File: config.mk
export PLATFORM = sky130hd
export DESIGN_NAME = board_test_top
export DESIGN_NICKNAME = d
export VERILOG_FILES = /design/src/link_pkg.sv /design/src/board_test_top.sv /design/src/debug_view.sv /design/src/packet_sink.sv /design/src/packet_source.sv /design/src/case_select.sv /design/src/switch_debounce.sv
export SDC_FILE = /design/constraint.sdc
export NUM_CORES = 1
export LEC_CHECK = 0
export BUFFER_PORTS_ARGS = -buffer_cell sky130_fd_sc_hd__buf_2
export CAP_MARGIN = 20
export CORE_ASPECT_RATIO = 1.75
export CORE_MARGIN = 3
export CORE_UTILIZATION = 25
export CTS_CLUSTER_SIZE = 10
export DETAILED_ROUTE_END_ITERATION = 10
export GPL_ROUTABILITY_DRIVEN = 0
export PLACE_DENSITY_LB_ADDON = 0.3
export SKIP_LAST_GASP = 1
export SYNTH_ARGS = -nofsm -noshare
export SYNTH_HDL_FRONTEND = slang
export SYNTH_SLANG_ARGS = --single-unit
File: constraint.sdc
create_clock -name i_clk -period 3.1 [get_ports i_clk]
set_clock_uncertainty 0.15 [all_clocks]
set_input_delay 0.62 -clock i_clk [delete_from_list [all_inputs] [get_ports i_clk]]
set_output_delay 0.62 -clock i_clk [all_outputs]
set_load 0.05 [all_outputs]
File: src/link_pkg.sv
package link_pkg;

	// Packet field widths
	localparam int ADDR_W = 4;
	localparam int DATA_W = 4;
	localparam int RED_W = 4;
	localparam int PKT_W = 2 * ADDR_W + DATA_W + RED_W;

	// Field positions, src in the top bits down to red at the bottom
	localparam int RED_LSB = 0;
	localparam int DAT_LSB = RED_LSB + RED_W;
	localparam int DST_LSB = DAT_LSB + DATA_W;
	localparam int SRC_LSB = DST_LSB + ADDR_W;

	localparam int CNT_W = 8;

	// Debug case number, hi and lo nibble
	localparam int CASE_W = 8;
	localparam int NUM_DBG_CASES = 12;

	localparam logic [CASE_W-1:0] CASE_SENT = CASE_W'(0);
	localparam logic [CASE_W-1:0] CASE_RECEIVED = CASE_W'(1);
	localparam logic [CASE_W-1:0] CASE_GOOD = CASE_W'(2);
	localparam logic [CASE_W-1:0] CASE_BAD = CASE_W'(3);
	localparam logic [CASE_W-1:0] CASE_LAST_DST_DAT = CASE_W'(4);
	localparam logic [CASE_W-1:0] CASE_LAST_SRC_RED = CASE_W'(5);

	// Check nibble over the address and data fields
	function automatic logic [RED_W-1:0] calc_red(
		input logic [ADDR_W-1:0] src,
		input logic [ADDR_W-1:0] dst,
		input logic [DATA_W-1:0] dat
	);
		return RED_W'(src ^ dst ^ dat);
	endfunction

endpackage
File: src/board_test_top.sv
`timescale 1ns/1ps

module board_test_top #(
	parameter int DEBOUNCE_LEN = 250000,
	parameter int SRC_DIV = 100,
	parameter int SRC_ADDR = 3,
	parameter int MIN_ADDR = 1,
	parameter int MAX_ADDR = 14
) (
	input  logic       i_clk,
	input  logic       i_rst,
	input  logic       i_sw_1,
	input  logic       i_sw_2,
	input  logic       i_sw_3,
	input  logic       i_sw_4,
	output logic [6:0] o_seg1,
	output logic [6:0] o_seg2,
	output logic [3:0] o_led
);

	import link_pkg::*;

	localparam int DIV_W = (SRC_DIV > 1) ? $clog2(SRC_DIV) : 1;

	logic              sw_1_db;
	logic              sw_2_db;
	logic              sw_3_db;
	logic              sw_4_db;
	logic [CASE_W-1:0] dbg_case;
	logic              dbg_doit;
	logic              run;
	logic              fault;
	logic [DIV_W-1:0]  div_cnt;
	logic              src_en;
	logic              lnk_req;
	logic              lnk_ack;
	logic [PKT_W-1:0]  lnk_pkt;
	logic [CNT_W-1:0]  sent_cnt;
	logic [CNT_W-1:0]  recv_cnt;
	logic [CNT_W-1:0]  good_cnt;
	logic [CNT_W-1:0]  bad_cnt;
	logic [PKT_W-1:0]  last_pkt;

	switch_debounce #(.DEBOUNCE_LEN(DEBOUNCE_LEN)) u_db_1 (
		.i_clk(i_clk), .i_rst(i_rst), .i_sw(i_sw_1), .o_sw(sw_1_db)
	);
	switch_debounce #(.DEBOUNCE_LEN(DEBOUNCE_LEN)) u_db_2 (
		.i_clk(i_clk), .i_rst(i_rst), .i_sw(i_sw_2), .o_sw(sw_2_db)
	);
	switch_debounce #(.DEBOUNCE_LEN(DEBOUNCE_LEN)) u_db_3 (
		.i_clk(i_clk), .i_rst(i_rst), .i_sw(i_sw_3), .o_sw(sw_3_db)
	);
	switch_debounce #(.DEBOUNCE_LEN(DEBOUNCE_LEN)) u_db_4 (
		.i_clk(i_clk), .i_rst(i_rst), .i_sw(i_sw_4), .o_sw(sw_4_db)
	);

	case_select u_case_select (
		.i_clk(i_clk), .i_rst(i_rst),
		.i_sw_1(sw_1_db), .i_sw_2(sw_2_db), .i_sw_3(sw_3_db), .i_sw_4(sw_4_db),
		.o_case(dbg_case), .o_doit(dbg_doit), .o_run(run), .o_fault(fault)
	);

	// One-cycle source strobe every SRC_DIV clocks
	always_ff @(posedge i_clk) begin
		if (i_rst) begin
			div_cnt <= '0;
			src_en <= 1'b0;
		end else if (div_cnt == DIV_W'(SRC_DIV - 1)) begin
			div_cnt <= '0;
			src_en <= 1'b1;
		end else begin
			div_cnt <= div_cnt + 1'b1;
			src_en <= 1'b0;
		end
	end

	packet_source #(.SRC_ADDR(SRC_ADDR), .MIN_ADDR(MIN_ADDR), .MAX_ADDR(MAX_ADDR)) u_source (
		.i_clk(i_clk), .i_rst(i_rst), .i_en(src_en), .i_run(run), .i_fault(fault),
		.i_ack(lnk_ack), .o_req(lnk_req), .o_pkt(lnk_pkt), .o_sent_cnt(sent_cnt)
	);

	packet_sink u_sink (
		.i_clk(i_clk), .i_rst(i_rst), .i_req(lnk_req), .i_pkt(lnk_pkt), .o_ack(lnk_ack),
		.o_recv_cnt(recv_cnt), .o_good_cnt(good_cnt), .o_bad_cnt(bad_cnt),
		.o_last_pkt(last_pkt)
	);

	debug_view u_view (
		.i_clk(i_clk), .i_rst(i_rst), .i_case(dbg_case), .i_doit(dbg_doit),
		.i_sent_cnt(sent_cnt), .i_recv_cnt(recv_cnt), .i_good_cnt(good_cnt),
		.i_bad_cnt(bad_cnt), .i_last_pkt(last_pkt), .i_run(run), .i_fault(fault),
		.o_seg1(o_seg1), .o_seg2(o_seg2), .o_led(o_led)
	);

endmodule

File: src/debug_view.sv
`timescale 1ns/1ps

module debug_view (
	input  logic                        i_clk,
	input  logic                        i_rst,
	input  logic [link_pkg::CASE_W-1:0] i_case,
	input  logic                        i_doit,
	input  logic [link_pkg::CNT_W-1:0]  i_sent_cnt,
	input  logic [link_pkg::CNT_W-1:0]  i_recv_cnt,
	input  logic [link_pkg::CNT_W-1:0]  i_good_cnt,
	input  logic [link_pkg::CNT_W-1:0]  i_bad_cnt,
	input  logic [link_pkg::PKT_W-1:0]  i_last_pkt,
	input  logic                        i_run,
	input  logic                        i_fault,
	output logic [6:0]                  o_seg1,
	output logic [6:0]                  o_seg2,
	output logic [3:0]                  o_led
);

	import link_pkg::*;

	logic [CASE_W-1:0] case_q;
	logic [CASE_W-1:0] sel;
	logic [3:0]        nib_hi;
	logic [3:0]        nib_lo;
	logic              last_good;

	// Segments A..G on bits 6..0, lit high
	function automatic logic [6:0] hex_seg(input logic [3:0] v);
		case (v)
			4'h0: return 7'b1111110;
			4'h1: return 7'b0110000;
			4'h2: return 7'b1101101;
			4'h3: return 7'b1111001;
			4'h4: return 7'b0110011;
			4'h5: return 7'b1011011;
			4'h6: return 7'b1011111;
			4'h7: return 7'b1110000;
			4'h8: return 7'b1111111;
			4'h9: return 7'b1111011;
			4'ha: return 7'b1110111;
			4'hb: return 7'b0011111;
			4'hc: return 7'b1001110;
			4'hd: return 7'b0111101;
			4'he: return 7'b1001111;
			default: return 7'b1000111;
		endcase
	endfunction

	// New case shows up in the same edge it is latched
	assign sel = i_doit ? i_case : case_q;

	always_comb begin
		case (sel)
			CASE_SENT: {nib_hi, nib_lo} = i_sent_cnt;
			CASE_RECEIVED: {nib_hi, nib_lo} = i_recv_cnt;
			CASE_GOOD: {nib_hi, nib_lo} = i_good_cnt;
			CASE_BAD: {nib_hi, nib_lo} = i_bad_cnt;
			CASE_LAST_DST_DAT: begin
				nib_hi = i_last_pkt[DST_LSB +: ADDR_W];
				nib_lo = i_last_pkt[DAT_LSB +: DATA_W];
			end
			CASE_LAST_SRC_RED: begin
				nib_hi = i_last_pkt[SRC_LSB +: ADDR_W];
				nib_lo = i_last_pkt[RED_LSB +: RED_W];
			end
			default: begin
				if (sel >= CASE_W'(NUM_DBG_CASES)) begin
					{nib_hi, nib_lo} = sel;
				end else begin
					nib_hi = 4'h0;
					nib_lo = 4'h0;
				end
			end
		endcase
	end

	// Nothing received yet counts as not good
	assign last_good = (i_recv_cnt != '0) &&
		(calc_red(i_last_pkt[SRC_LSB +: ADDR_W], i_last_pkt[DST_LSB +: ADDR_W],
		i_last_pkt[DAT_LSB +: DATA_W]) == i_last_pkt[RED_LSB +: RED_W]);

	always_ff @(posedge i_clk) begin
		if (i_rst) begin
			case_q <= '0;
			o_seg1 <= ~hex_seg(4'h0);
			o_seg2 <= ~hex_seg(4'h0);
			o_led <= 4'b0000;
		end else begin
			case_q <= sel;
			o_seg1 <= ~hex_seg(nib_hi);
			o_seg2 <= ~hex_seg(nib_lo);
			o_led <= {last_good, sel < CASE_W'(NUM_DBG_CASES), i_fault, i_run};
		end
	end

endmodule

File: src/packet_sink.sv
`timescale 1ns/1ps

module packet_sink (
	input  logic                       i_clk,
	input  logic                       i_rst,
	input  logic                       i_req,
	input  logic [link_pkg::PKT_W-1:0] i_pkt,
	output logic                       o_ack,
	output logic [link_pkg::CNT_W-1:0] o_recv_cnt,
	output logic [link_pkg::CNT_W-1:0] o_good_cnt,
	output logic [link_pkg::CNT_W-1:0] o_bad_cnt,
	output logic [link_pkg::PKT_W-1:0] o_last_pkt
);

	import link_pkg::*;

	logic             req_q;
	logic             req_rise;
	logic             pkt_good;
	logic [RED_W-1:0] red_calc;

	assign req_rise = i_req && !req_q;

	assign red_calc = calc_red(i_pkt[SRC_LSB +: ADDR_W], i_pkt[DST_LSB +: ADDR_W],
		i_pkt[DAT_LSB +: DATA_W]);
	assign pkt_good = (red_calc == i_pkt[RED_LSB +: RED_W]);

	always_ff @(posedge i_clk) begin
		if (i_rst) begin
			req_q <= 1'b0;
			o_ack <= 1'b0;
			o_recv_cnt <= '0;
			o_good_cnt <= '0;
			o_bad_cnt <= '0;
		end else begin
			req_q <= i_req;
			o_ack <= req_rise;
			if (req_rise) begin
				if (o_recv_cnt != '1) begin
					o_recv_cnt <= o_recv_cnt + 1'b1;
				end
				if (pkt_good && o_good_cnt != '1) begin
					o_good_cnt <= o_good_cnt + 1'b1;
				end
				if (!pkt_good && o_bad_cnt != '1) begin
					o_bad_cnt <= o_bad_cnt + 1'b1;
				end
			end
		end
	end

	always_ff @(posedge i_clk) begin
		if (i_rst) begin
			o_last_pkt <= '0;
		end else if (req_rise) begin
			o_last_pkt <= i_pkt;
		end
	end

endmodule

File: src/packet_source.sv
`timescale 1ns/1ps

module packet_source #(
	parameter int SRC_ADDR = 3,
	parameter int MIN_ADDR = 1,
	parameter int MAX_ADDR = 14
) (
	input  logic                       i_clk,
	input  logic                       i_rst,
	input  logic                       i_en,
	input  logic                       i_run,
	input  logic                       i_fault,
	input  logic                       i_ack,
	output logic                       o_req,
	output logic [link_pkg::PKT_W-1:0] o_pkt,
	output logic [link_pkg::CNT_W-1:0] o_sent_cnt
);

	import link_pkg::*;

	logic [ADDR_W-1:0] src_addr;
	logic [ADDR_W-1:0] dst_ptr;
	logic [DATA_W-1:0] dat_cnt;
	logic [RED_W-1:0]  red;
	logic              start;

	assign src_addr = ADDR_W'(SRC_ADDR);

	// Fault flips the low check bit so the sink sees a bad packet
	assign red = calc_red(src_addr, dst_ptr, dat_cnt) ^ RED_W'(i_fault);

	// An open request holds off the next packet
	assign start = i_en && i_run && !o_req;

	always_ff @(posedge i_clk) begin
		if (i_rst) begin
			o_req <= 1'b0;
			dst_ptr <= ADDR_W'(MIN_ADDR);
			dat_cnt <= '0;
			o_sent_cnt <= '0;
		end else begin
			if (i_ack) begin
				o_req <= 1'b0;
			end else if (start) begin
				o_req <= 1'b1;
				if (dst_ptr == ADDR_W'(MAX_ADDR)) begin
					dst_ptr <= ADDR_W'(MIN_ADDR);
				end else begin
					dst_ptr <= dst_ptr + 1'b1;
				end
				dat_cnt <= dat_cnt + 1'b1;
				if (o_sent_cnt != '1) begin
					o_sent_cnt <= o_sent_cnt + 1'b1;
				end
			end
		end
	end

	// Payload held while the request is open
	always_ff @(posedge i_clk) begin
		if (start && !i_ack) begin
			o_pkt <= {src_addr, dst_ptr, dat_cnt, red};
		end
	end

endmodule

File: src/case_select.sv
`timescale 1ns/1ps

module case_select (
	input  logic                        i_clk,
	input  logic                        i_rst,
	input  logic                        i_sw_1,
	input  logic                        i_sw_2,
	input  logic                        i_sw_3,
	input  logic                        i_sw_4,
	output logic [link_pkg::CASE_W-1:0] o_case,
	output logic                        o_doit,
	output logic                        o_run,
	output logic                        o_fault
);

	import link_pkg::*;

	localparam int NIB_W = CASE_W / 2;

	logic [3:0]       sw_now;
	logic [3:0]       sw_prev;
	logic [3:0]       sw_fall;
	logic             both_seen;
	logic             solo;
	logic [NIB_W-1:0] case_hi;
	logic [NIB_W-1:0] case_lo;

	assign sw_now = {i_sw_4, i_sw_3, i_sw_2, i_sw_1};
	assign sw_fall = sw_prev & ~sw_now;

	// Single release with nothing else held and no pending latch gesture
	assign solo = (sw_now == 4'b0000) && !both_seen;

	always_ff @(posedge i_clk) begin
		if (i_rst) begin
			sw_prev <= 4'b0000;
			both_seen <= 1'b0;
			case_hi <= '0;
			case_lo <= '0;
			o_doit <= 1'b0;
			o_run <= 1'b0;
			o_fault <= 1'b0;
		end else begin
			sw_prev <= sw_now;
			o_doit <= 1'b0;

			if (sw_now[2] && sw_now[3]) begin
				both_seen <= 1'b1;
			end else if (both_seen && sw_now == 4'b0000) begin
				// Latch once everything is let go
				both_seen <= 1'b0;
				o_doit <= 1'b1;
			end

			if (solo) begin
				case (sw_fall)
					4'b0001: case_hi <= case_hi + 1'b1;
					4'b0010: case_lo <= case_lo + 1'b1;
					4'b0100: o_run <= !o_run;
					4'b1000: o_fault <= !o_fault;
					default: ;
				endcase
			end
		end
	end

	assign o_case = {case_hi, case_lo};

endmodule

File: src/switch_debounce.sv
`timescale 1ns/1ps

module switch_debounce #(
	parameter int DEBOUNCE_LEN = 250000
) (
	input  logic i_clk,
	input  logic i_rst,
	input  logic i_sw,
	output logic o_sw
);

	localparam int CNT_BITS = $clog2(DEBOUNCE_LEN + 1);

	logic                sw_q;
	logic [CNT_BITS-1:0] stable_cnt;

	always_ff @(posedge i_clk) begin
		if (i_rst) begin
			sw_q <= 1'b0;
			stable_cnt <= '0;
			o_sw <= 1'b0;
		end else begin
			sw_q <= i_sw;
			if (i_sw != sw_q) begin
				// Input moved, start counting again
				stable_cnt <= '0;
			end else if (stable_cnt == CNT_BITS'(DEBOUNCE_LEN - 1)) begin
				o_sw <= sw_q;
			end else begin
				stable_cnt <= stable_cnt + 1'b1;
			end
		end
	end

endmodule

==> flow_metrics.py <==
metrics = {
    "timing": {
        "setup_tns_ns": 0,
        "finalCritPeriodShare_pct": 96.1,
        "finalHoldViolations": 0,
        "slew_viol_final": 0,
        "worst_pin_slew_ns": 0.784,
        "clock.fmax_mhz": 336,
        "rsz0062_at_grt": "false",
        "fin_crit_ns": 2.98,
        "setup_viol": 0,
        "relSlewSlack_pct": 47.3,
    },
    "cts": {
        "htreeDepth": 4,
        "cts_sinks": 198,
        "clk_pin_slew_worst_paths_ns": 0.07,
        "cts_buffer_depth": 2,
        "root_buffer": "clkbuf_16",
        "clk_latency_ns": 0.45,
        "cts_tree": "yes",
        "cts_buffers": 17,
    },
    "synth": {
        "syn_inst": 1029,
        "netlist.area_leader.share_pct": 39.6,
        "synthTopCellsByCount": "dfxtp_1, nor2_1, nand2_1",
        "yosys_register_bits": 198,
        "yosysMostFrequentCell": "dfxtp_1",
        "syn-cell-area_um2": 9400,
        "ys_warn_count": 0,
        "ys_seq_area_share_pct": 43.4,
        "ys_types": 81,
        "synthArstFlopShare_pct": 0,
        "synth_fp_nets": 1062,
        "synth_area_per_cell_um2": 9.14,
        "yosys.area.top_type": "dfxtp_1",
        "synth_flop_cell": "dfxtp_1",
        "synth_edf_count": 12,
        "synthTopCellsByArea": "dfxtp_1, nor2_1, xor2_1",
    },
    "global_route": {
        "grt_pass1_vias": 7242,
        "grt_overflow": 0,
        "grt_pass1_wl_um": 36300,
        "track_usage_pct": 11.0,
        "grt_start_max_net_pins": 104,
        "antenna_found_initial": 0,
    },
    "drt": {
        "ant_nets": 0,
        "firstDrtPassIters": 5,
        "viasPerCell": 4.71,
        "drtIter0Drc": 369,
        "avgRoutedWirePerCell_um": 14.2,
        "wl_um": 22100,
        "remaining_drc_errors": 0,
        "dr_total_vias": 7321,
    },
    "flow_run": {
        "maxCapViolations": 0,
    },
    "layout": {
        "syn_to_final_growth_pct": 15.5,
        "final_area_um2": 10900,
        "fillCellCount": 3945,
        "drive_gt1_share_pct": 10.9,
        "n_antenna_cell": 0,
        "nNetsFinal": 1098,
    },
    "worst_setup_path": {
        "worstPathRequired_ns": 3.33,
        "worstSetupStartpointType": "flip-flop",
        "cp-endpoint": "u_view.o_seg2[5]$_SDFF_PP0_",
        "arrival_ns": 3.21,
        "cp_max_fo": 15,
        "slowest_delay_ns": 0.52,
        "end_kind": "flip-flop",
        "slowest_stage": "or4_1",
        "crit_path_start": "u_case_select.o_doit$_SDFF_PP0_",
        "reg2reg_depth": 9,
        "crit_type": "reg -> reg",
        "rrSetupSlack_ns": 0.12,
        "path_depth": 9,
        "rr_endpoint": "u_view.o_seg2[5]$_SDFF_PP0_",
        "cp_cell_sequence": "buf_12, or3_1, o22a_4, nor2_2, a22oi_1, a31o_2, ha_1, or4_1, a31oi_1",
        "r2r-start": "u_case_select.o_doit$_SDFF_PP0_",
        "crit_family": "simple AND/OR/NAND/NOR gates",
        "path_buf_inv": 1,
    },
    "placed_design": {
        "dpl.hpwl_um": 16200,
        "place_area_um2": 10200,
        "io_buffer_count": 23,
    },
    "die": {
        "chipHeight_um": 263,
        "num_rows": 93,
        "dieArea_um2": 40100,
        "io_pins": 24,
        "dieWidth_um": 153,
        "initial_core_util_pct": 25.4,
        "core_um2": 37000,
    },
    "outcome": {
        "status": "completed",
    },
    "min_path": {
        "hp-start": "i_sw_4",
        "min_path_type": "in -> reg",
    },
    "power_and_ir_drop": {
        "p_per_area_nw_per_um2": 462,
        "total_power_mw": 5.02,
        "peakVddDrop_mv": 0.396,
        "p_leak_nw": 3.81,
    },
}
flip-flops by register name, summed over array words and instances, names as in the netlist, 7 cells and up:
register / count
u_db_1.stable_cnt: 18
u_db_2.stable_cnt: 18
u_db_3.stable_cnt: 18
u_db_4.stable_cnt: 18
u_sink.o_last_pkt: 13
u_source.o_pkt: 12
u_sink.o_bad_cnt: 8
u_sink.o_good_cnt: 8
u_sink.o_recv_cnt: 8
u_source.o_sent_cnt: 8
u_view.case_q: 8
div_cnt: 7
u_view.o_seg1: 7
u_view.o_seg2: 7
metrics by stage:
step	hold slack [ns]	instances	setup slack, ns	util (%)
after floorplan	0.252	1029	0.262	-
after global placement	0.285	1518	-0.0166	27.5
after detailed placement	0.293	1518	-0.0288	27.5
after CTS	0.257	1550	0.00702	29.2
after global routing	0.287	1553	0.00456	29.4
final	0.285	1553	0.120	29.4
cells by family after synthesis:
group,after synthesis,share of synthesized area [%]
simple gates,464,25.5
flops,198,43.4
compound gates,145,10.2
xor+xnor,114,11.2
buf+inv,47,2.25
mux,34,3.78
fa+ha+maj,27,3.59
layout by cell type, fill, tap and decap left out, drive strengths merged, types with 31 or more instances in the layout:
cell type,n
nand2,89
xnor2,47
mux2i,31
a21oi,51
dfxtp,186
nand3,41
xor2,63
nor2,150
nand4,44
buf,50
final cells by class:
| class | instances | area, µm² | area share (%) |
|---|---|---|---|
| multi-input cells | 784 | 5160 | 47.5 |
| repair buffers | 50 | 358 | 3.29 |
| flip-flops and latches | 198 | 4080 | 37.6 |
| well taps | 475 | 594 | 5.47 |
| inverters | 14 | 52.6 | 0.484 |
| clock buffers | 18 | 429 | 3.95 |
| clock inverters | 14 | 183 | 1.68 |
power breakdown:
group / leakage [nW] / total, mW / switching (mW) / internal (mW)
logic: 1.91 / 0.0945 / 0.0685 / 0.0259
clock network: 0.291 / 2.34 / 1.05 / 1.29
registers: 1.61 / 2.59 / 0.0127 / 2.58
total: 3.81 / 5.02 / 1.13 / 3.89
how the worst min path moves through the flow:
| stage | end | cells after the start |
|---|---|---|
| after floorplan | u_source.o_req$_SDFFE_PP0P_ | 1 |
| after global placement | div_cnt[0]$_SDFF_PP0_ | 1 |
| after detailed placement | u_sink.o_ack$_SDFF_PP0_ | 1 |
| after CTS | u_db_4.sw_q$_SDFF_PP0_ | 2 |
| after global routing | u_db_4.sw_q$_SDFF_PP0_ | 2 |
| final | u_db_4.sw_q$_SDFF_PP0_ | 2 |
repair_timing:
action | CTS | global route
endpoints found under the hold margin | 0 | 0
hold buffers | 0 | 0
resized for setup | 1 | 8
pin swaps | 0 | 3
buffers inserted | 0 | 3
endpoints found under the setup margin | 1 | 9
routing by layer:
layer  global-route usage (%)  vias to the layer above  share of wire [%]
met5                        0                        -                  0
met4                     5.47                        0                3.1
met3                     2.14                       36                2.1
met2                     21.3                       87                 55
met1                     11.1                     3487                 40
li1                         -                     3711                  -
No activity file was read; power rests on OpenSTA's default activity.
